[src/softmax_defs.svh]
`ifndef SOFTMAX_DEFS_SVH
`define SOFTMAX_DEFS_SVH

// signed fixed point, one lane
`define LANE_WIDTH 16

// lanes per memory word
`define NUM_LANES 4

// memory and buffer index
`define ADDR_WIDTH 9

`endif

[src/data_pkg.sv]
`include "softmax_defs.svh"

package data_pkg;

  typedef logic signed [`LANE_WIDTH-1:0] lane_t;

  // lane 0 sits in the low bits
  typedef lane_t [`NUM_LANES-1:0] vec_t;

  // most negative lane, also the saturation floor
  localparam lane_t lane_min = {1'b1, {(`LANE_WIDTH-1){1'b0}}};

  typedef struct packed {
    logic valid;
    logic last;
    vec_t diff;
  } result_t;

endpackage

[src/max_tree.sv]
module max_tree (
  input  logic            clk,
  input  logic            reset,
  input  logic            clear,
  input  logic            load_valid,
  input  data_pkg::vec_t  load_vec,
  output data_pkg::lane_t max_val
);
  import data_pkg::*;

  lane_t lvl1_lo;
  lane_t lvl1_hi;
  lane_t lvl2;
  logic  stage_valid;
  lane_t stage_max;
  lane_t run_max;

  function automatic lane_t lane_max(lane_t a, lane_t b);
    return (a > b) ? a : b;
  endfunction

  // two-level compare over the four lanes
  assign lvl1_lo = lane_max(load_vec[0], load_vec[1]);
  assign lvl1_hi = lane_max(load_vec[2], load_vec[3]);
  assign lvl2    = lane_max(lvl1_lo, lvl1_hi);

  always_ff @(posedge clk) begin
    if (reset) begin
      stage_valid <= 1'b0;
    end else begin
      stage_valid <= load_valid;
    end
  end

  always_ff @(posedge clk) begin
    if (load_valid) begin
      stage_max <= lvl2;
    end
  end

  always_ff @(posedge clk) begin
    if (reset) begin
      run_max <= lane_min;
    end else if (clear) begin
      run_max <= lane_min;
    end else if (stage_valid && stage_max > run_max) begin
      run_max <= stage_max;
    end
  end

  assign max_val = run_max;

  // running max only grows within one run
  a_max_monotonic: assert property (@(posedge clk) disable iff (reset)
    !$past(clear) |-> (max_val >= $past(max_val)));

endmodule

[config.mk]
export PLATFORM = sky130hd
export DESIGN_NAME = max_tree
export DESIGN_NICKNAME = d
export VERILOG_FILES = /design/src/data_pkg.sv /design/src/max_tree.sv
export VERILOG_INCLUDE_DIRS = /design/src
export SDC_FILE = /design/constraint.sdc
export NUM_CORES = 1
export LEC_CHECK = 0
export BUFFER_PORTS_ARGS = -buffer_cell sky130_fd_sc_hd__buf_2
export CORE_UTILIZATION = 50
export DETAILED_ROUTE_END_ITERATION = 10
export HOLD_SLACK_MARGIN = 0.1
export PLACE_DENSITY = 0.76
export SLEW_MARGIN = 25
export SYNTH_ARGS = -nofsm -noshare
export SYNTH_HDL_FRONTEND = slang
export SYNTH_SLANG_ARGS = --single-unit
[constraint.sdc]
create_clock -name clk -period 7.15 [get_ports clk]
set_input_delay 0 -clock clk [delete_from_list [all_inputs] [get_ports clk]]
set_output_delay 0 -clock clk [all_outputs]
set_load 0.005 [all_outputs]
==> results.ini <==
[layout]
nNetsFinal=570
instances_no_fill=516
drive_gt1_share_pct=21.87
fin_util_pct=60.35
antenna_cells=0
area_delta_synth_final_pct=17.04
n_fill_cell=556

[power_and_ir_drop]
clkPwrFrac_pct=19.7
vdd_drop_max_mv=0.1333
p_leak_nw=2.093
power.total_mw=0.6759
power.switching_mw=0.2379
swShare_pct=35.19
p_int_mw=0.4380
power_frac_comb_pct=44.1
power_density_nw_per_um2=176.4
power_frac_seq_pct=36.2

[yosys]
synth_cell_types=40
synth_top_area_share_pct=24.46
syn_area_um2=3274
yosys-top-cells-area=ha_1 (24%), mux2i_1 (19%), edfxtp_1 (15%)
synthCells=354
ys_seq_area_share_pct=25.07
synth_largest_area_cell=ha_1
synth_warnings=0
synth_seq_cells=33
syn_area_per_cell_um2=9.250
synth_fp_nets=486

[worst_setup_path]
cpMaxStageDelayCell=mux2i_4
worstSetupPathType=input pin to flip-flop
cp-start-kind=input pin
max_stage_delay_ps=690
cp.arrival_ps=4810
end_kind=flip-flop
path_cells=buf_2 > inv_1 > ha_1 > nand4_1 > or4_1 > a21oi_1 > or3_4 > mux2i_4 > mux2i_1 > ha_1 > nand3_1 > or3_1 > or3_1 > o211a_1 > a31oi_4 > mux2i_1
path_max_fanout=16
critPathTopFamily=simple AND/OR/NAND/NOR gates
cp_num_buf_inv=2
cp.required_ps=7150

[clock_tree]
numClockSinks=33
postCtsSetupRepairBufs=0
cts_resized=0
clk_pin_slew_ps=60
clockBufferDepth=2
cts_root_buf=clkbuf_8
cts_tree=yes
htreeDepth=2
cts_buffers=5
clk_latency_ps=290

[global_routing]
overflow=0
grt_pass1_wl_um=11830
grt_usage_pct=21.25
grt_pass1_vias=2741
grt_start_max_net_pins=18
antenna_found_initial=0

[timing]
finClkSkew_ps=6.672
rsz0062_at_grt=no
slew_viol_final=0
finalCritPeriodShare_pct=67.15
finalSetupViolCount=0
period_minus_slack_ps=4801
worst-slew-pin-transition_ps=1052
setup_ws_ps=2349
max_clock_freq_ghz=0.2083
setup-tns-final_ps=0
finalHoldViolations=0
slew-limit-headroom_pct=29.87

[routing]
viasPerCell=5.341
wl_um=7065
ant_nets=0
drt-pass1-iter-count=4
vias=2756
route.detailed.drc=0
drt_iter0_markers=48
drt-wirelength-per-cell_um=13.69

[placed_design]
globalplace.congestion=0.9170
placed_cells=507
dp_hpwl_um=6156
portBuffers=83
place_ws_ps=2035

[die]
die_h_um=82.93
start_util_pct=51.57
core_area_um2=6350
pin_count=84
num_rows=29
die_area_um2=6877
dieWidth_um=82.93

[worst_hold_path]
hold_class=input pin to flip-flop

[outcome]
status=complete, no violations

[job]
max_cap_viol_count=0

logic make-up after synthesis:
group	Yosys count	share of synthesized area, %
compound gates	54	10.97
simple gates	67	10.43
mux	64	19.95
buf+inv	72	9.132
flops	33	25.07
fa+ha+maj	64	24.46
power groups by stage:
stage	logic [mW]	clock network (mW)	registers [mW]
6_report	0.298	0.133	0.245
4_1_cts	0.299	0.135	0.245
3_3_place_gp	0.283	0	0.248
2_1_floorplan	0.223	0	0.245
5_1_grt	0.335	0.144	0.248
3_5_place_dp	0.296	0	0.249
per-layer routing:
| metal | global-route usage [%] | routed length, um | up-vias |
|---|---|---|---|
| met5 | 0 | 0 | - |
| met4 | 7.367 | 106 | 0 |
| met3 | 4.374 | 326 | 12 |
| met2 | 38.00 | 3483 | 72 |
| met1 | 25.11 | 3149 | 1246 |
| li1 | - | - | 1426 |
worst register-to-register path, cell delays in order, from the launching register on:
cell and delay (ps):
edfxtp_1 410, ha_1 330, a21oi_1 140, o21ai_0 120, a221oi_1 370, a311o_1 940
mux2i_1 310, nor2_1 60
what timing repair did:
action	4_1_cts	5_1_grt
endpoints found under the setup margin	0	0
hold endpoints to repair	1	0
hold buffers	1	0
placed cells by master, fill, tap and decap left out, drive strengths merged, types with 2 or more instances in the layout:
cell	n
buf	83
clkinv	2
edfxtp	16
mux2i	64
or4	2
or3	3
o211ai	3
a31oi	2
nand2	9
inv	65
a211oi	2
clkbuf	6
nor3	2
o21ai	7
a21o	7
nor2	23
o211a	2
nor2b	6
ha	64
a21oi	24
nand4	11
dfxtp	17
nand3	7
layout make-up:
| cell class | instances | area, um2 | area share (%) |
|---|---|---|---|
| clock inverter | 2 | 10.01 | 0.2612 |
| multi-input combinational | 249 | 2163 | 56.45 |
| sequential | 33 | 820.8 | 21.42 |
| tap | 77 | 96.34 | 2.514 |
| timing repair buffer | 84 | 425.4 | 11.10 |
| inverter | 65 | 244.0 | 6.366 |
| clock buffer | 6 | 72.57 | 1.894 |
worst paths after layout:
path / cells after the start / slack (ps) / end / startpoint
hold reg to reg: 2 / 520 / max_val[1]$_SDFFE_PP0P_ / stage_max[1]$_DFFE_PP_
setup reg to reg: 7 / 4370 / max_val[2]$_SDFFE_PP0P_ / stage_max[7]$_DFFE_PP_
hold / removal: 1 / 140 / stage_max[1]$_DFFE_PP_ / load_valid
setup / recovery: 16 / 2350 / stage_max[1]$_DFFE_PP_ / load_vec[63]
synthesized netlist by cell type:
library cell and instances:
o211ai_1 3, a21oi_1 24, nand3_1 7, or3_1 2, buf_6 2, mux2i_4 1
a221oi_1 1, or4_1 1, and4_1 1, nand4_1 11, a21o_1 7, or3_4 1
nor4_1 1, a211oi_1 2, a31oi_2 1, o21a_1 1, inv_1 65, a21boi_0 1
clkbuf_1 1, nand2_1 9, or2_2 1, a31oi_4 1, nand2b_1 1, buf_1 1
o211a_1 2, o21bai_1 1, nor2_1 23, o21ai_0 7, nor3_1 2, dfxtp_1 17
mux2i_1 63, a221o_1 1, edfxtp_1 16, buf_2 2, or4_4 1, buf_8 1
ha_1 64, a311o_1 1, o41ai_1 1, nor2b_1 6
state kept, by name (all words and copies together) (netlist names):
name and count:
max_val 16, stage_max 16, stage_valid 1
stage by stage:
step	cell area [um2]	hold slack, ps
floorplan	3274	71.61
detailed placement	3740	185.6
global placement	3731	184.5
finish	3832	137.9
global route	3832	147.1
CTS	3832	136.4
(Power assumes the default switching activity.)
