File: src/softmax_defs.svh
`ifndef SOFTMAX_DEFS_SVH
`define SOFTMAX_DEFS_SVH

// signed fixed point, one lane
`define LANE_WIDTH 16

// lanes per memory word
`define NUM_LANES 4

// memory and buffer index
`define ADDR_WIDTH 9

`endif

File: src/data_pkg.sv
`include "softmax_defs.svh"

package data_pkg;

  typedef logic signed [`LANE_WIDTH-1:0] lane_t;

  // lane 0 sits in the low bits
  typedef lane_t [`NUM_LANES-1:0] vec_t;

  // most negative lane, also the saturation floor
  localparam lane_t lane_min = {1'b1, {(`LANE_WIDTH-1){1'b0}}};

  typedef struct packed {
    logic valid;
    logic last;
    vec_t diff;
  } result_t;

endpackage

File: src/shift_sub.sv
`include "softmax_defs.svh"

module shift_sub (
  input  logic              clk,
  input  logic              reset,
  input  logic              rd_valid,
  input  logic              rd_last,
  input  data_pkg::vec_t    rd_vec,
  input  data_pkg::lane_t   max_val,
  output data_pkg::result_t result
);
  import data_pkg::*;

  logic valid_q;
  logic last_q;
  vec_t diff_d;
  vec_t diff_q;

  for (genvar i = 0; i < `NUM_LANES; i++) begin : g_lane
    logic signed [`LANE_WIDTH:0] wide;

    // one extra bit so the borrow is visible
    assign wide      = rd_vec[i] - max_val;
    assign diff_d[i] = (wide < lane_min) ? lane_min : wide[`LANE_WIDTH-1:0];

    // max is final before scan, so nothing exceeds it
    a_diff_nonpos: assert property (@(posedge clk) disable iff (reset)
      result.valid |-> (result.diff[i] <= 0));
  end

  always_ff @(posedge clk) begin
    if (reset) begin
      valid_q <= 1'b0;
      last_q  <= 1'b0;
    end else begin
      valid_q <= rd_valid;
      last_q  <= rd_valid & rd_last;
    end
  end

  always_ff @(posedge clk) begin
    if (rd_valid) begin
      diff_q <= diff_d;
    end
  end

  assign result = '{valid: valid_q, last: last_q, diff: diff_q};

endmodule

File: config.mk
export PLATFORM = sky130hd
export DESIGN_NAME = shift_sub
export DESIGN_NICKNAME = d
export VERILOG_FILES = /design/src/data_pkg.sv /design/src/shift_sub.sv
export VERILOG_INCLUDE_DIRS = /design/src
export SDC_FILE = /design/constraint.sdc
export NUM_CORES = 1
export LEC_CHECK = 0
export ABC_AREA = 1
export BUFFER_PORTS_ARGS = -buffer_cell sky130_fd_sc_hd__clkbuf_2
export CAP_MARGIN = 20
export CORE_ASPECT_RATIO = 1.4
export CORE_UTILIZATION = 30
export DETAILED_ROUTE_END_ITERATION = 10
export GPL_TIMING_DRIVEN = 1
export SYNTH_ARGS = -nofsm -noshare
export SYNTH_HDL_FRONTEND = slang
export SYNTH_SLANG_ARGS = --single-unit
File: constraint.sdc
create_clock -name clk -period 5.39 [get_ports clk]
set_input_delay 0.2695 -clock clk [delete_from_list [all_inputs] [get_ports clk]]
set_output_delay 0.2695 -clock clk [all_outputs]
set_load 0.02 [all_outputs]
==> flow_metrics.env, run 1 <==
export IMPL_status="completed"
export IMPL_cts_root_buf="clkbuf_16"
export IMPL_slew_headroom_pct=40.5
export IMPL_grt_antenna_before_repair=0
export IMPL_cp_required_ns=5.48
export IMPL_hold_buffers=0
export IMPL_cts_resized=0
export IMPL_postSynthAreaPerCell_um2=6.91
export IMPL_dieHeight_um=179
export IMPL_drtIter0Drc=308
export IMPL_end_kind="flip-flop"
export IMPL_grt_ovfl_total=0
export IMPL_first_global_vias=6015
export IMPL_topRoutingLayerUsed="met4"
export IMPL_num_antenna_cells=0
export IMPL_layout_drive_gt1_share_pct=22.7
export IMPL_wl_mm=19.4
export IMPL_power_leakage_nw=4.65
export IMPL_wl_per_cell_um=13.6
export IMPL_grt_pass1_wl_mm=30.1
export IMPL_cp_max_fo=15
export IMPL_fmax_ghz=0.493
export IMPL_grt_setup_unrepaired="no"
export IMPL_fin_area_mm2=0.00805
export IMPL_worst_pin_slew_ns=0.893
export IMPL_via_per_inst=4.29
export IMPL_final_core_utilization_pct=36.7
export IMPL_slowest_delay_ns=0.40
export IMPL_cpMostUsedCell="nand2_1"
export IMPL_drtPass1Iterations=6
export IMPL_hold_end="last_q"
export IMPL_critPathArrivalTime_ns=2.12
export IMPL_nNetsFinal=1277
export IMPL_fin_crit_ns=2.03
export IMPL_setup_tns_ns=0
export IMPL_ys_ff_latch=66
export IMPL_ys_warnings_count=0
export IMPL_start_util_pct=30.6
export IMPL_crit_type="in2reg"
export IMPL_grt_max_degree=67
export IMPL_post_cts_buffers=0
export IMPL_post_dp_cell_area_mm2=0.00775
export IMPL_portBuffers=149
export IMPL_dr_wl_met3_um=926
export IMPL_io_pins=150
export IMPL_ant_nets=0
export IMPL_die_area_mm2=0.0230
export IMPL_vdd_ir_drop_max_mv=0.144
export IMPL_hold_class="in2reg"
export IMPL_cap_violations=0
export IMPL_syn2layout_area_growth_pct=20.0
export IMPL_postSynthCellCount=972
export IMPL_hold_violations=0
export IMPL_wl_met1_mm=7.87
export IMPL_numCtsBuffers=9
export IMPL_clock_path_buffers=2
export IMPL_drc_errors=0
export IMPL_dr_total_vias=6121
export IMPL_holdPathStages=2
export IMPL_cellPowerDensity_mw_per_mm2=268
export IMPL_slew_viol_final=0
export IMPL_worst_path_max_delay_cell="fa_1"
export IMPL_critPathLaunchType="input pin"
export IMPL_core_area_mm2=0.0219
export IMPL_fin_ws_ns=3.36
export IMPL_htreeDepth=3
export IMPL_pre_cts_ws_ns=2.96
export IMPL_yosysSeqAreaShare_pct=29.2
export IMPL_cts_sinks=66
export IMPL_cts_tree="built"
export IMPL_place_gp_congestion=0.878
export IMPL_netlist_area_mm2=0.00671
export IMPL_syn_num_nets=1124
export IMPL_synth_cell_types=26
export IMPL_fin_crit_sh_pct=37.6
export IMPL_cp_cell_sequence="clkbuf_2, ha_1, fa_1, nand3b_1, nand2_1, nand2_1, nand2_1, nand2_1, nand2_2, nand3_1, nand2_4, nor2_1"
export IMPL_wl_met2_mm=9.61
export IMPL_min_delay_start="reset"
export IMPL_die_x_um=128
export IMPL_gr_usage_all_layers_pct=17.6
export IMPL_dp_hpwl_mm=16.2
export IMPL_fp_row_count=64
export IMPL_setup_violations=0
export IMPL_path_clk_slew_ns=0.05
==> metrics by stage <==
step | hold WS [ns] | total power, mW | instances
2_1_floorplan | 0.341 | 1.33 | 972
3_3_place_gp | 0.443 | 1.57 | 1411
3_5_place_dp | 0.453 | 1.57 | 1411
4_1_cts | 0.0879 | 2.19 | 1427
5_1_grt | 0.0989 | 2.31 | 1427
6_report | 0.0989 | 2.16 | 1427
==> worst max-delay path, delay by kind of cell <==
family                     cells  cell delay [ns]
adders and majority gates      2             0.64
buffers and inverters          1             0.16
and+or+nand+nor                9             1.05
==> cell usage in the layout, fill, tap and decap left out, drive strengths merged, types with 5 or more instances in the layout <==
master / n
a21oi: 73
nor2: 65
nand2: 356
o21bai: 6
nand4: 5
nand3: 43
nand3b: 6
ha: 64
clkbuf: 159
nor3: 12
inv: 234
xor2: 27
edfxtp: 64
==> power breakdown <==
part           total [mW]  internal, mW  switching (mW)
clock network       0.609         0.381           0.229
logic               0.852         0.286           0.566
registers           0.700         0.677          0.0233
==> routing by layer <==
layer	vias up	track usage, %
li1	3283	-
met1	2669	19.6
met2	132	31.2
met3	37	2.69
met4	0	10.8
met5	-	0
==> how the worst max path moves through the flow <==
stage	start	end	slack (ns)	depth (start not counted)
finish	max_val[0]	result[16]	3.36	12
floorplan	rd_vec[16]	result[24]	3.31	13
global placement	max_val[0]	result[48]	2.99	12
CTS	max_val[0]	result[50]	3.33	12
detailed placement	max_val[0]	result[50]	2.96	12
global route	max_val[1]	result[13]	3.11	12
==> cell type report <==
class	instances	area, µm²
clock buffers	11	253
multi-input cells	664	3780
clock inverters	5	52.6
well taps	297	372
inverters	234	878
repair buffers	150	753
flip-flops and latches	66	1960
fillers	2402	13900
==> cell families (layout without fill, tap and decap cells) <==
family                     after synthesis  after routing  synth area share (%)
and+or+nand+nor                        489            489                  32.1
buffers and inverters                  242            400                  14.4
AOI/OAI and AO/OA                       79             79                  7.45
adders and majority gates               68             68                  13.1
DFF                                     66             66                  29.2
xor gates and xnor gates                28             28                  3.65
==> synth_stat cells <==
cell type    n  share of area, %
ha_1        64                12
buf_4        2              0.22
o21bai_1     6              0.67
inv_1      228                13
nor3_1       5              0.37
nor2_1      45               2.5
inv_2        6              0.34
xnor2_1      1              0.13
buf_6        4              0.67
xor2_1      27               3.5
nor3_2       7               1.0
a21oi_1     49               3.7
nand3_1     35               2.6
nand2_2     20               1.9
nand2_4      5              0.84
buf_8        2              0.45
nand3_2      8               1.2
a21oi_2     24               3.1
dfxtp_1      2              0.60
nor2_2      20               1.9
fa_1         4               1.2
nand3b_1     6              0.67
and2_1       2              0.19
nand4_1      5              0.47
edfxtp_1    64                29
nand2_1    331                19
==> state kept, by name, summed over array words and instances, names as in the netlist <==
name	cells
result	64
last_q	1
valid_q	1
(Power assumes the default switching activity.)
==> run 2, diff against run 1 <==
==> constraint.sdc (replaced) <==
create_clock -name clk -period 1.7 [get_ports clk]
set_input_delay 0.085 -clock clk [delete_from_list [all_inputs] [get_ports clk]]
set_output_delay 0.085 -clock clk [all_outputs]
set_load 0.02 [all_outputs]
==> run 2 against run 1 <==
First-iteration DRC count is 15% lower. Utilization increased by 9.4 points. Sequential cell count is the same. Routed wire length increased by 4.2%. Combinational power rose to 4.1 times the previous value. Design area increased by 26%. Critical path depth is 1 higher. Clock-buffer cell count is the same. Sequential power grew to 3.2 times the previous value. Via count is 12% higher. Critical endpoint is now result[49]. Largest cell class unchanged.
==> flow_metrics.env, run 2 (synthesis results as in run 1) <==
export IMPL_setup_violations=0
export IMPL_finalHoldWorstSlack_ns=0.216
export IMPL_numCtsBuffers=9
export IMPL_cpMostUsedCell="nand2_1"
export IMPL_layout_drive_gt1_share_pct=37.6
export IMPL_gr_usage_all_layers_pct=17.8
export IMPL_cp_max_fo=8
export IMPL_dp_cells=1587
export IMPL_portBuffers=149
export IMPL_grt_pass1_wl_mm=31.0
export IMPL_cts_tree="built"
export IMPL_hold_violations=0
export IMPL_cp_required_ns=1.80
export IMPL_hold_class="in2reg"
export IMPL_worst_pin_slew_ns=0.377
export IMPL_grt_setup_unrepaired="yes"
export IMPL_vdd_ir_drop_max_mv=0.474
export IMPL_drtIter0Drc=261
export IMPL_dr_total_vias=6847
export IMPL_grt_ovfl_total=0
export IMPL_holdPathStages=4
export IMPL_cts_sinks=66
export IMPL_grt_max_degree=67
export IMPL_power_leakage_nw=5.61
export IMPL_slowest_delay_ns=0.36
export IMPL_wl_per_cell_um=12.5
export IMPL_core_area_mm2=0.0219
export IMPL_grt_antenna_before_repair=2
export IMPL_cap_violations=0
export IMPL_ant_nets=0
export IMPL_end_kind="flip-flop"
export IMPL_setup_tns_ns=0
export IMPL_min_delay_start="rd_vec[16]"
export IMPL_crit_type="in2reg"
export IMPL_drtPass1Iterations=6
export IMPL_io_pins=150
export IMPL_dieHeight_um=179
export IMPL_fin_area_mm2=0.0101
export IMPL_slew_viol_final=0
export IMPL_fin_crit_sh_pct=95.1
export IMPL_status="completed"
export IMPL_pre_cts_ws_ns=-0.440
export IMPL_first_global_vias=6516
export IMPL_die_area_mm2=0.0230
export IMPL_power_mw=7.70
export IMPL_cp_cell_sequence="clkbuf_2, inv_8, ha_4, fa_2, nand3b_1, nand2_1, nand2_1, nand2_2, nand2_1, nand2_2, nand3_4, nand2_8, nor2_1"
export IMPL_largest_register_ffs=64
export IMPL_via_per_inst=4.25
export IMPL_fin_ws_ns=0.0837
export IMPL_drc_errors=0
export IMPL_clock_path_buffers=2
export IMPL_slew_headroom_pct=74.8
export IMPL_wl_mm=20.2
export IMPL_critPathArrivalTime_ns=1.71
export IMPL_worst_path_max_delay_cell="fa_2"
export IMPL_instances_no_fill=1610
export IMPL_final_cell_mix="nand2_1 (320), inv_1 (219), buf_4 (164), clkbuf_2 (147), edfxtp_1 (64)"
export IMPL_nNetsFinal=1459
export IMPL_cts_root_buf="clkbuf_16"
export IMPL_cp_top_family="simple AND/OR/NAND/NOR gates"
export IMPL_fmax_ghz=0.619
export IMPL_dp_hpwl_mm=16.4
export IMPL_critPathLaunchType="input pin"
export IMPL_fp_row_count=64
export IMPL_crit_buf_inv=2
export IMPL_start_util_pct=30.6
export IMPL_final_core_utilization_pct=46.1
export IMPL_final_common_cell="nand2_1"
export IMPL_place_gp_congestion=0.857
export IMPL_htreeDepth=3
export IMPL_post_dp_cell_area_mm2=0.00933
export IMPL_die_x_um=128
export IMPL_cellPowerDensity_mw_per_mm2=761
export IMPL_fin_crit_ns=1.62
export IMPL_path_clk_slew_ns=0.06
export IMPL_syn2layout_area_growth_pct=50.7
export IMPL_hold_end="result[16]"
## run 2: cell count changes in the layout (fill, tap and decap cells not counted), moves of 5 or more
| cell | previous run | this run |
|---|---|---|
| buf_4 | 1 | 164 |
| ha_1 | 64 | 37 |
| ha_4 | 0 | 21 |
| buf_12 | 0 | 15 |
| nand2_1 | 331 | 320 |
| nand2_2 | 20 | 31 |
| inv_1 | 228 | 219 |
| a21oi_1 | 49 | 42 |
| nand2_8 | 0 | 7 |
| a21oi_2 | 24 | 30 |
| ha_2 | 0 | 6 |
| nand2_4 | 5 | 0 |
## run 2: how the worst max path moves through the flow
| stage | start | endpoint | slack [ns] | depth (start not counted) |
|---|---|---|---|---|
| finish | rd_vec[48] | result[49] | 0.08 | 13 |
| global route | max_val[15] | result[52] | -0.02 | 13 |
| CTS | max_val[14] | result[11] | 0.02 | 11 |
| detailed placement | max_val[0] | result[49] | -0.44 | 12 |
| global placement | max_val[0] | result[61] | -0.41 | 12 |
| floorplan | rd_vec[48] | result[53] | -0.05 | 13 |
## run 2: worst min-delay path: cells and delay by family
family                     cells  cell delay (ns)
buffers and inverters          2             0.15
adders and majority gates      1             0.12
and+or+nand+nor                1             0.03
## run 2: layout make-up
cell class              count  area [µm²]
clock buffers              11         233
repair buffers            330        2300
well taps                 297         372
fillers                  2236       11800
diodes                      2        5.00
flip-flops and latches     66        1960
clock inverters             4        67.6
inverters                 234         901
multi-input cells         666        4280
## run 2: power by group
part           total, mW  internal [mW]  leakage, nW  switching [mW]
sequential          2.22           2.15        0.639          0.0772
clock               1.95           1.27        0.145           0.680
combinational       3.53           1.54         4.83            2.00
## run 2: timing repair
action / in CTS / in global routing
endpoints found under the setup margin: 36 / 62
pin swaps: 0 / 14
buffers inserted: 0 / 2
resized for setup: 4 / 57
gates cloned: 0 / 2
endpoints found under the hold margin: 2 / 0
hold buffers: 2 / 0
## run 2: layer usage
metal / up-vias / track usage, % / share of wire [%]
met5: - / 0 / 0
met1: 3053 / 18.5 / 38
met3: 29 / 3.91 / 4.4
met2: 108 / 33.6 / 54
li1: 3657 / - / -
met4: 0 / 8.43 / 3.5
