[src/softmax_defs.svh]
`ifndef SOFTMAX_DEFS_SVH
`define SOFTMAX_DEFS_SVH

// signed fixed point, one lane
`define LANE_WIDTH 16

// lanes per memory word
`define NUM_LANES 4

// memory and buffer index
`define ADDR_WIDTH 9

`endif

[src/data_pkg.sv]
`include "softmax_defs.svh"

package data_pkg;

  typedef logic signed [`LANE_WIDTH-1:0] lane_t;

  // lane 0 sits in the low bits
  typedef lane_t [`NUM_LANES-1:0] vec_t;

  // most negative lane, also the saturation floor
  localparam lane_t lane_min = {1'b1, {(`LANE_WIDTH-1){1'b0}}};

  typedef struct packed {
    logic valid;
    logic last;
    vec_t diff;
  } result_t;

endpackage

[src/ctrl_pkg.sv]
`include "softmax_defs.svh"

package ctrl_pkg;

  typedef logic [`ADDR_WIDTH-1:0] addr_t;

  typedef enum logic [1:0] {
    idle,
    load,
    scan,
    drain
  } seq_state_e;

  typedef struct packed {
    logic           en;
    addr_t          addr;
    data_pkg::vec_t data;
  } buf_wr_t;

  typedef struct packed {
    logic  en;
    logic  last;
    addr_t addr;
  } buf_rd_t;

endpackage

[src/pass_sequencer.sv]
module pass_sequencer (
  input  logic              clk,
  input  logic              reset,
  input  logic              start,
  input  ctrl_pkg::addr_t   start_addr,
  input  ctrl_pkg::addr_t   end_addr,
  output ctrl_pkg::addr_t   mem_addr,
  input  data_pkg::vec_t    mem_data,
  output ctrl_pkg::buf_wr_t buf_wr,
  output ctrl_pkg::buf_rd_t buf_rd,
  output logic              load_valid,
  output data_pkg::vec_t    load_vec,
  output logic              clear,
  output logic              done
);
  import data_pkg::*;
  import ctrl_pkg::*;

  seq_state_e state;
  addr_t      load_addr;
  addr_t      scan_addr;
  addr_t      first_addr;
  addr_t      last_addr;
  logic       drain_cnt;
  logic [1:0] done_pipe;

  logic       wr_en_q;
  addr_t      wr_addr_q;
  vec_t       wr_data_q;
  logic       rd_en_q;
  logic       rd_last_q;
  addr_t      rd_addr_q;

  always_ff @(posedge clk) begin
    if (reset) begin
      state     <= idle;
      load_addr <= '0;
      scan_addr <= '0;
      drain_cnt <= 1'b0;
      clear     <= 1'b0;
      wr_en_q   <= 1'b0;
      rd_en_q   <= 1'b0;
      rd_last_q <= 1'b0;
      done_pipe <= '0;
    end else begin
      clear     <= 1'b0;
      wr_en_q   <= 1'b0;
      rd_en_q   <= 1'b0;
      rd_last_q <= 1'b0;
      // last read flag, two cycles through buffer and subtract
      done_pipe <= {done_pipe[0], rd_en_q & rd_last_q};
      case (state)
        idle: begin
          if (start) begin
            state     <= load;
            load_addr <= start_addr;
            clear     <= 1'b1;
          end
        end
        load: begin
          wr_en_q   <= 1'b1;
          load_addr <= load_addr + 1'b1;
          if (load_addr == last_addr) begin
            state     <= drain;
            drain_cnt <= 1'b0;
          end
        end
        drain: begin
          // let the max tree settle
          drain_cnt <= drain_cnt + 1'b1;
          scan_addr <= first_addr;
          if (drain_cnt) begin
            state <= scan;
          end
        end
        scan: begin
          rd_en_q   <= 1'b1;
          rd_last_q <= (scan_addr == last_addr);
          scan_addr <= scan_addr + 1'b1;
          if (scan_addr == last_addr) begin
            state <= idle;
          end
        end
        default: state <= idle;
      endcase
    end
  end

  always_ff @(posedge clk) begin
    if (state == idle && start) begin
      first_addr <= start_addr;
      last_addr  <= end_addr - 1'b1;
    end
    if (state == load) begin
      wr_addr_q <= load_addr;
      wr_data_q <= mem_data;
    end
    if (state == scan) begin
      rd_addr_q <= scan_addr;
    end
  end

  assign mem_addr   = load_addr;
  assign buf_wr     = '{en: wr_en_q, addr: wr_addr_q, data: wr_data_q};
  assign buf_rd     = '{en: rd_en_q, last: rd_last_q, addr: rd_addr_q};
  // tree sees the same word as the buffer write
  assign load_valid = wr_en_q;
  assign load_vec   = wr_data_q;
  assign done       = done_pipe[1];

  a_start_range: assert property (@(posedge clk) disable iff (reset)
    (start && state == idle) |-> (end_addr > start_addr));

  a_no_rw_overlap: assert property (@(posedge clk) disable iff (reset)
    !(buf_wr.en && buf_rd.en));

endmodule

[config.mk]
export PLATFORM = sky130hd
export DESIGN_NAME = pass_sequencer
export DESIGN_NICKNAME = d
export VERILOG_FILES = /design/src/data_pkg.sv /design/src/ctrl_pkg.sv /design/src/pass_sequencer.sv
export VERILOG_INCLUDE_DIRS = /design/src
export SDC_FILE = /design/constraint.sdc
export NUM_CORES = 1
export LEC_CHECK = 0
export BUFFER_PORTS_ARGS = -buffer_cell sky130_fd_sc_hd__buf_2
export CORE_UTILIZATION = 40
export CTS_CLUSTER_DIAMETER = 50
export CTS_CLUSTER_SIZE = 20
export DETAILED_ROUTE_END_ITERATION = 16
export MAX_ROUTING_LAYER = met4
export PLACE_DENSITY = 0.76
export RECOVER_POWER = 100
export SLEW_MARGIN = 0
export SYNTH_ARGS = -nofsm -noshare
export SYNTH_HDL_FRONTEND = slang
export SYNTH_SLANG_ARGS = --single-unit
export TNS_END_PERCENT = 10
[constraint.sdc]
create_clock -name clk -period 3.3 [get_ports clk]
set_input_delay 0 -clock clk [delete_from_list [all_inputs] [get_ports clk]]
set_output_delay 0 -clock clk [all_outputs]
set_load 0.02 [all_outputs]
==> flow_metrics.py, run 1 <==
metrics = {
    "status": {
        "status": "complete, no violations",
    },
    "sta": {
        "hold_viol_final": 0,
        "setup_violations": 0,
        "finalMaxSlewViolations": 0,
        "rsz0062_at_grt": "no",
        "skew_ns": 0.00652,
        "fmax_mhz": 426,
        "worst_pin_slew_ns": 1.13,
        "period_share_pct": 71.1,
        "fin_setup_tns_ns": 0,
        "slew_headroom_pct": 24.8,
        "period_needed_ns": 2.35,
    },
    "grt": {
        "grt_pass1_wl_mm": 19.9,
        "grt_max_degree": 42,
        "grt-ovfl-total": 0,
        "antenna_found_initial": 1,
        "grt_pass1_vias": 3811,
        "track_usage_pct": 21.2,
    },
    "pwr": {
        "power_uw": 4210,
        "p_per_area_nw_per_um2": 576,
        "pwr-share-clk_pct": 42.7,
        "p_switching_uw": 1030,
        "vdd_drop_max_v": 0.000241,
        "leakage_uw": 0.00269,
        "intPower_uw": 3190,
        "p_comb_share_pct": 12.1,
        "seq_power_share_pct": 45.1,
        "p_sw_share_pct": 24.3,
    },
    "clock_network": {
        "clk_pin_slew_ns": 0.05,
        "cts-root-buf": "clkbuf_16",
        "cts_tree": "yes",
        "insertion_delay_ns": 0.41,
        "clockBufferDepth": 2,
        "numCtsBuffers": 17,
        "ctsResizeCount": 0,
        "post_cts_buffers": 0,
        "clkSinkCount": 127,
        "htree_levels": 4,
    },
    "final_layout": {
        "syn_to_final_growth_pct": 40.1,
        "drive_above_1_share_pct": 14.8,
        "final-instance-count-excl-fill": 847,
        "fill_cells": 1134,
        "finalNetCount": 749,
    },
    "die": {
        "core_sq_um": 12700,
        "std_cell_rows": 41,
        "die_h_um": 116,
        "io_pins": 246,
        "initial_core_util_pct": 41.2,
        "fp.dieW_um": 116,
        "die_area_sq_um": 13500,
    },
    "route": {
        "ant_nets": 0,
        "via_per_inst": 4.73,
        "wl_per_cell_um": 16.2,
        "drt-initial-drc-count": 345,
        "drcViolationCount": 0,
        "dr.pass1.iters": 4,
        "routed_wl_mm": 13.7,
        "num_vias": 4005,
    },
    "logic_synthesis": {
        "synth_top_area_share_pct": 57.5,
        "synth_common_cells": "edfxtp_1 (100), buf_4 (67), dfxtp_1 (27)",
        "syn_avg_cell_area_sq_um": 13.5,
        "yosys.area.top_type": "edfxtp_1",
        "synthFlopType": "edfxtp_1",
        "yosys_register_bits": 127,
        "synth.distinct_cells": 43,
        "synth_edf_count": 100,
        "yosysMostFrequentCell": "edfxtp_1",
        "yosysWarningCount": 0,
        "async_flop_share_pct": 0,
        "ys_seq_area_share_pct": 67.9,
        "synthTopCellsByArea": "edfxtp_1 (58%), dfxtp_1 (10%), buf_4 (9.6%)",
        "syn_nets": 476,
        "netlist_area_sq_um": 5220,
        "synth_cells": 388,
    },
    "critical_path": {
        "worstPathRequired_ns": 3.58,
        "cp-start-kind": "flip-flop",
        "critPathCaptureType": "flip-flop",
        "crit_arrival_ns": 2.63,
        "crit_type": "flip-flop to flip-flop",
        "crit_fanout": 25,
    },
    "placed_design": {
        "dp_cells": 730,
        "dp_hpwl_mm": 9.31,
        "port_buffers": 245,
        "gp_congestion": 0.856,
    },
    "worst_hold_path": {
        "hold_path_class": "input pin to flip-flop",
    },
    "job": {
        "cap_viol_max_count": 0,
    },
}
[power groups by stage]
stage	sequential, uW	combinational (uW)	clock (uW)
floorplan	2010	242	0
global placement	1920	464	0
detailed placement	1930	467	0
CTS	1900	547	1840
global route	1910	551	1910
finish	1900	511	1800
[worst max-delay path, stage by stage (launching register included)]
cell	delay [ns]
dfxtp_1	0.31
clkbuf_1	0.76
nor2b_1	0.18
nand2b_1	0.22
inv_1	0.37
nor3_1	0.31
a211oi_1	0.07
[final timing paths]
check	from	end	slack [ns]	cells past startpoint
worst min-delay path	end_addr[1]	last_addr[7]	0.05	4
worst min register to register	done_pipe[0]	done_pipe[1]	0.45	1
worst max-delay path	state[1]	mem_addr[8]	0.95	6
worst max register to register	state[1]	mem_addr[8]	0.95	6
[through the flow]
stage	worst slack [ns]	cell area [sq um]	hold WS (ns)	utilization, %
4_1_cts	1.34	7560	0.0312	59.7
5_1_grt	0.739	7310	0.0515	57.7
3_5_place_dp	1.35	6140	0.178	48.5
6_report	0.952	7310	0.0499	57.7
2_1_floorplan	0.683	5220	0.0716	-
3_3_place_gp	1.50	6140	0.177	48.5
[registers in the layout, summed over array words and instances (netlist names), 9 cells and up]
| register | cells |
|---|---|
| last_addr | 9 |
| buf_wr | 64 |
| wr_addr_q | 9 |
| rd_addr_q | 9 |
| first_addr | 9 |
| scan_addr | 9 |
| mem_addr | 9 |
[cells by family (layout without fill, tap and decap cells)]
| kind of cell | Yosys count | count (layout) | synth area share, % |
|---|---|---|---|
| simple gates | 86 | 86 | 8.22 |
| compound gates | 55 | 55 | 6.83 |
| fa+ha+maj | 3 | 3 | 0.719 |
| flops | 127 | 127 | 67.9 |
| buf+inv | 88 | 374 | 11.4 |
| xor+xnor | 25 | 25 | 4.19 |
| mux | 4 | 4 | 0.767 |
| other cells | 0 | 1 | 0 |
[per-layer routing]
metal,vias to the layer above,share of wire [%],global-route usage (%)
met3,31,6.2,5.76
met2,210,53,36.6
li1,1884,-,-
met4,0,2.6,10.9
met1,1880,38,22.2
met5,-,0,-
[area by class of cell]
class / count / area, sq um / area share [%]
Multi-Input combinational cell: 173 / 1080 / 14.7
Clock inverter: 15 / 151 / 2.07
Clock buffer: 17 / 425 / 5.82
Inverter: 10 / 38.8 / 0.530
Tap cell: 172 / 215 / 2.94
Sequential cell: 127 / 3540 / 48.4
Timing Repair Buffer: 332 / 1860 / 25.5
Antenna cell: 1 / 2.50 / 0.0342
[repair_timing]
action                                  in CTS  in global routing
endpoints found under the hold margin       86                  0
hold buffers                                84                  0
endpoints found under the setup margin       0                  0
[cell usage in the layout, fill, tap and decap left out, drive strengths merged, types with 2 or more instances in the layout]
cell type,n
nand2,20
nor2,21
a211oi,4
ha,3
clkinvlp,3
nand2b,6
nand3,6
xor2,11
inv,9
buf,69
dlygate4sd3,84
a31oi,3
and3,6
nor3b,2
nor2b,6
edfxtp,100
o21ai,10
o22ai,3
nor4,5
bufinv,3
xnor2,14
a2bb2oi,3
a22oi,5
clkinv,10
a21oi,15
clkbuf,196
mux2i,4
o31ai,2
nor3,9
nand4,3
o41ai,2
dfxtp,27
Power figures use the tool's default switching activity.
==> inputs of run 2 (changes only) <==
- ABC_AREA: not set -> 1
- PLACE_DENSITY: 0.76 -> 0.79
- clock period: 3.3 -> 1.9 ns (I/O delays scaled with it)
==> run 2 against run 1 <==
Compared with the run above:
- clock power up 86%
- total power rose by 95%
- sequential power grew 86%
- critical endpoint is now last_addr[8]
- via count grew 0.20%
- register-to-register slack worse by 0.71 ns
- clock skew up 0.0043 ns
- design area rose by 1.9%
- largest cell class unchanged
==> flow_metrics.py, run 2 <==
metrics = {
    "status": {
        "status": "complete, no violations",
    },
    "critical_path": {
        "cp_cell_sequence": "dlygate4sd3_1 > buf_2 > inv_1 > ha_1 > nand2_1 > nor4_2 > xor2_1 > dlygate4sd3_1",
        "cp_slowest_cell": "dlygate4sd3_1",
        "rr_worst_depth": 6,
        "crit_type": "input pin to flip-flop",
        "r2r-start": "state[1]",
        "crit_fanout": 4,
        "critPathCaptureType": "flip-flop",
        "path_buf_inv": 4,
        "worstPathRequired_ns": 2.05,
        "reg2reg_to": "scan_addr[7]",
        "reg2reg_slack_ns": 0.24,
        "path_depth": 8,
        "critPathMaxStageDelay_ns": 0.56,
        "cpMostUsedCell": "dlygate4sd3_1",
        "critPathTopFamily": "buffers and inverters",
        "crit_arrival_ns": 1.96,
        "cp-start-kind": "input pin",
    },
    "route": {
        "dr.pass1.iters": 4,
        "routed_wl_mm": 14.2,
        "drcViolationCount": 0,
        "wl_per_cell_um": 16.0,
        "num_vias": 4013,
        "drt-initial-drc-count": 228,
        "ant_nets": 0,
        "via_per_inst": 4.50,
    },
    "die": {
        "die_area_sq_um": 13700,
        "fp.dieW_um": 117,
        "initial_core_util_pct": 41.5,
        "io_pins": 246,
        "core_sq_um": 12800,
        "std_cell_rows": 41,
        "die_h_um": 117,
    },
    "clock_network": {
        "insertion_delay_ns": 0.41,
        "clockBufferDepth": 2,
        "numCtsBuffers": 17,
        "clkSinkCount": 127,
        "cts-root-buf": "clkbuf_16",
        "cts_tree": "yes",
        "htree_levels": 4,
        "clk_pin_slew_ns": 0.06,
    },
    "worst_hold_path": {
        "hold_end": "last_addr[3]",
        "hold_start": "end_addr[1]",
        "hold_path_class": "input pin to flip-flop",
        "min_path_cells": 4,
    },
    "sta": {
        "fin_setup_tns_ns": 0,
        "period_share_pct": 95.2,
        "setup_violations": 0,
        "hold_viol_final": 0,
        "slew_headroom_pct": 64.5,
        "fmax_mhz": 553,
        "worst_pin_slew_ns": 0.532,
        "skew_ns": 0.0108,
        "finalMaxSlewViolations": 0,
        "setup_ws_ns": 0.0903,
        "period_needed_ns": 1.81,
    },
    "final_layout": {
        "antennaDiodeCount": 0,
        "finalNetCount": 794,
        "final_area_sq_um": 7460,
        "multi_input_comb_area_sq_um": 1080,
        "fill_cells": 1139,
        "layout_common_cells": "clkbuf_1 (175), edfxtp_1 (100), dlygate4sd3_1 (82), buf_2 (72), nand2_1 (68)",
        "final_common_cell": "clkbuf_1",
        "largest_reg_flops": 64,
        "drive_above_1_share_pct": 17.4,
        "syn_to_final_growth_pct": 40.7,
        "seq_area_sq_um": 3540,
        "fin_util_pct": 58.4,
        "final-instance-count-excl-fill": 891,
    },
    "placed_design": {
        "placed_area_sq_um": 6260,
        "port_buffers": 245,
        "dp_hpwl_mm": 10.1,
        "gp_congestion": 0.852,
        "dp_cells": 777,
        "pre_cts_ws_ns": 0.276,
    },
    "logic_synthesis": {
        "synth_cells": 427,
        "yosysWarningCount": 0,
        "async_flop_share_pct": 0,
        "synth.distinct_cells": 34,
        "yosys_register_bits": 127,
        "yosysMostFrequentCell": "edfxtp_1",
        "synth_common_cells": "edfxtp_1 (100), buf_4 (68), nand2_1 (67)",
        "netlist_area_sq_um": 5300,
        "synth_edf_count": 100,
        "yosys.area.top_type": "edfxtp_1",
        "synth_top_area_share_pct": 56.7,
        "syn_nets": 515,
        "syn_avg_cell_area_sq_um": 12.4,
        "ys_seq_area_share_pct": 66.9,
        "synthTopCellsByArea": "edfxtp_1 (57%), dfxtp_1 (10%), buf_4 (9.6%)",
        "synthFlopType": "edfxtp_1",
    },
    "pwr": {
        "leakage_uw": 0.00282,
        "vdd_drop_max_v": 0.000549,
        "p_per_area_nw_per_um2": 1100,
    },
    "grt": {
        "antenna_found_initial": 0,
        "track_usage_pct": 22.0,
        "grt_max_degree": 42,
        "grt_pass1_vias": 3981,
        "grt-ovfl-total": 0,
        "grt_util_met2_pct": 41.6,
        "grt_pass1_wl_mm": 20.6,
        "grt_util_met3_pct": 6.18,
        "grt.busiest_layer": "met2",
        "globalRouteMet1Util_pct": 21.6,
    },
    "job": {
        "cap_viol_max_count": 0,
    },
}
run 2: cell types whose count changed after synthesis, moves of 5 or more:
cell      delta
a21oi_1      -9
nand2b_1     -6
nand3_1     +16
nor3_1       -7
nand2_1     +47
nor2b_1      -6
a22oi_1      -5
and3_1       -5
inv_1       +20
run 2: worst max-delay path by stage:
stage,startpoint,end,slack [ns]
2_1_floorplan,state[0],mem_addr[7],0.08
3_3_place_gp,state[1],scan_addr[7],0.32
3_5_place_dp,state[1],scan_addr[7],0.28
4_1_cts,end_addr[0],last_addr[8],0.10
5_1_grt,end_addr[0],last_addr[8],-0.005
6_report,end_addr[0],last_addr[8],0.09
run 2: routing by layer:
metal	wire length (um)	share of wire [%]
met2	8030	56
met5	0	0
met3	670	4.7
met4	195	1.4
met1	5340	38
run 2: where the power goes:
group,internal (uW),switching [uW]
Combinational,420,907
Sequential,3330,197
Clock,2190,1160
run 2: logic make-up after synthesis:
group,count (synthesis),synth area share [%]
DFF,127,66.9
xor gates and xnor gates,27,4.46
and+or+nand+nor,138,12.4
AOI/OAI and AO/OA,25,3.02
buffers and inverters,107,12.5
adders and majority gates,3,0.708
run 2: cell type report:
cell class	count	share of cell area [%]
sequential	127	47.5
timing repair buffer	333	25.1
multi-input combinational	193	14.5
clock buffer	18	5.76
tap	172	2.89
clock inverter	14	2.55
inverter	34	1.73
run 2: worst min-delay path, stage by stage:
cell,delay [ns]
buf_2,0.09
nor2_1,0.06
nand2_1,0.07
xor2_1,0.06
run 2: repair_timing:
action	4_1_cts	5_1_grt
endpoints found under the setup margin	0	1
setup buffers	0	0
hold buffers	82	0
endpoints found under the hold margin	88	0
resized for setup	0	1
run 2: per-stage QoR:
stage          power (uW)  hold slack, ns
2_1_floorplan        4480          0.0788
3_3_place_gp         4840           0.176
3_5_place_dp         4870           0.178
4_1_cts              8380          0.0184
5_1_grt              8550          0.0375
6_report             8210          0.0451
==> inputs of run 3 (changes only) <==
- CAP_MARGIN: not set -> 20
- REMOVE_ABC_BUFFERS: not set -> 1
==> run 3 against run 2 <==
Compared with the run above:
- design area fell by 0.89%
- clock-buffer cell count rose by 1
- first-iteration DRC count rose by 11%
- sequential power barely moved
- sequential cell count did not move
- critical endpoint unchanged
- largest cell class unchanged
==> flow_metrics.py, run 3 (same netlist as run 2, synthesis figures left out) <==
metrics = {
    "sta": {
        "slew_headroom_pct": 49.4,
        "period_needed_ns": 1.77,
        "period_share_pct": 93.4,
        "skew_ns": 0.0113,
        "rsz0062_at_grt": "no",
        "hold_viol_final": 0,
        "worst_pin_slew_ns": 0.758,
        "fmax_mhz": 563,
        "finalMaxSlewViolations": 0,
        "setup_violations": 0,
        "timing.hold.ws_ns": 0.0243,
    },
    "clock_network": {
        "clkSinkCount": 127,
        "htree_levels": 4,
        "clk_pin_slew_ns": 0.05,
        "cts_tree": "yes",
        "insertion_delay_ns": 0.41,
        "cts-root-buf": "clkbuf_16",
        "clockBufferDepth": 2,
        "numCtsBuffers": 17,
    },
    "route": {
        "dr.pass1.iters": 4,
        "num_vias": 4140,
        "wl_per_cell_um": 16.0,
        "drt-initial-drc-count": 252,
        "routed_wl_mm": 14.3,
        "drcViolationCount": 0,
        "via_per_inst": 4.65,
        "ant_nets": 0,
    },
    "die": {
        "die_h_um": 117,
        "std_cell_rows": 41,
        "initial_core_util_pct": 41.5,
        "die_area_sq_um": 13700,
        "core_sq_um": 12800,
        "fp.dieW_um": 117,
        "io_pins": 246,
    },
    "final_layout": {
        "largest_reg_flops": 64,
        "antennaDiodeCount": 0,
        "finalNetCount": 793,
        "fin_util_pct": 57.9,
        "drive_above_1_share_pct": 16.2,
        "layout_common_cells": "clkbuf_1 (178), edfxtp_1 (100), dlygate4sd3_1 (82), buf_2 (70), nand2_1 (67)",
        "final_common_cell": "clkbuf_1",
        "final-instance-count-excl-fill": 890,
        "syn_to_final_growth_pct": 39.5,
    },
    "pwr": {
        "power_uw": 7910,
        "pwr-share-clk_pct": 38.3,
        "p_switching_uw": 2250,
        "intPower_uw": 5670,
        "p_per_area_nw_per_um2": 1070,
        "vdd_drop_max_v": 0.000773,
        "p_comb_share_pct": 17.2,
        "p_sw_share_pct": 28.4,
        "leakage_uw": 0.00280,
        "seq_power_share_pct": 44.5,
    },
    "placed_design": {
        "dp_cells": 776,
        "gp_congestion": 0.869,
        "port_buffers": 245,
        "dp_hpwl_mm": 9.55,
    },
    "critical_path": {
        "cp-start-kind": "input pin",
        "rr_worst_depth": 7,
        "cp_cell_sequence": "dlygate4sd3_1 > buf_2 > inv_1 > ha_1 > nand2_1 > nor4_2 > xor2_1 > dlygate4sd3_1",
        "reg2reg_to": "scan_addr[8]",
        "r2r-start": "scan_addr[1]",
        "critPathCaptureType": "flip-flop",
        "worstPathRequired_ns": 2.06,
        "cp_slowest_cell": "dlygate4sd3_1",
        "crit_arrival_ns": 1.93,
        "crit_type": "input pin to flip-flop",
        "critPathMaxStageDelay_ns": 0.56,
        "crit_fanout": 4,
        "cpMostUsedCell": "dlygate4sd3_1",
        "reg2reg_slack_ns": 0.18,
    },
    "grt": {
        "grt_pass1_vias": 4041,
        "grt_max_degree": 49,
        "grt-ovfl-total": 0,
        "track_usage_pct": 21.8,
        "antenna_found_initial": 0,
        "grt_pass1_wl_mm": 20.8,
    },
    "worst_hold_path": {
        "hold_end": "done_pipe[0]",
        "min_path_cells": 2,
        "hold_start": "reset",
        "hold_path_class": "input pin to flip-flop",
    },
    "status": {
        "status": "complete, no violations",
    },
    "job": {
        "cap_viol_max_count": 0,
    },
}
## run 3: worst max path at each step
stage                 start            to  slack (ns)  cells past startpoint
4_1_cts         end_addr[0]  last_addr[8]        0.12                      8
3_3_place_gp   scan_addr[1]  scan_addr[8]        0.41                      7
3_5_place_dp   scan_addr[1]  scan_addr[8]        0.32                      7
6_report        end_addr[0]  last_addr[8]        0.13                      8
5_1_grt        scan_addr[1]  scan_addr[8]        0.05                      7
2_1_floorplan      state[0]   mem_addr[7]       -0.10                      8
## run 3: repair_timing
action,in CTS,in global routing
setup buffers,0,0
setup endpoints to repair,0,1
hold buffers,82,0
endpoints found under the hold margin,88,0
gates resized for setup,0,1
## run 3: cell type report
class / count / area [sq um]
Fill cell: 1127 / 5380
Sequential cell: 127 / 3540
Timing Repair Buffer: 332 / 1870
Multi-Input combinational cell: 193 / 1070
Clock buffer: 19 / 433
Tap cell: 172 / 215
Inverter: 34 / 130
Clock inverter: 13 / 123
## run 3: critical path, delay by kind of cell
kind / cells / cell delay, ns
and+or+nand+nor: 2 / 0.32
buffers and inverters: 4 / 1.29
xor gates and xnor gates: 1 / 0.11
adders and majority gates: 1 / 0.21
## run 3: per-stage QoR
stage                     instance area, sq um  TNS (ns)  setup WS (ns)
after floorplan                           4770    -0.592         -0.103
after CTS                                 7650         0          0.117
after global placement                    6270         0          0.406
after detailed placement                  6270         0          0.322
after global routing                      7390         0         0.0481
final                                     7390         0          0.125
## run 3: power by group through the flow
stage	clock network [uW]	logic (uW)	registers (uW)
3_3_place_gp	0	1310	3550
4_1_cts	3100	1460	3510
6_report	3030	1360	3520
2_1_floorplan	0	341	3950
5_1_grt	3210	1460	3560
3_5_place_dp	0	1330	3560
## run 3: routing by layer
| metal | vias to the layer above | track usage, % | share of wire, % |
|---|---|---|---|
| met1 | 1958 | 24.1 | 39 |
| met3 | 39 | 6.80 | 8.2 |
| li1 | 1928 | - | - |
| met5 | - | - | 0 |
| met4 | 0 | 10.4 | 3.2 |
| met2 | 215 | 35.8 | 49 |
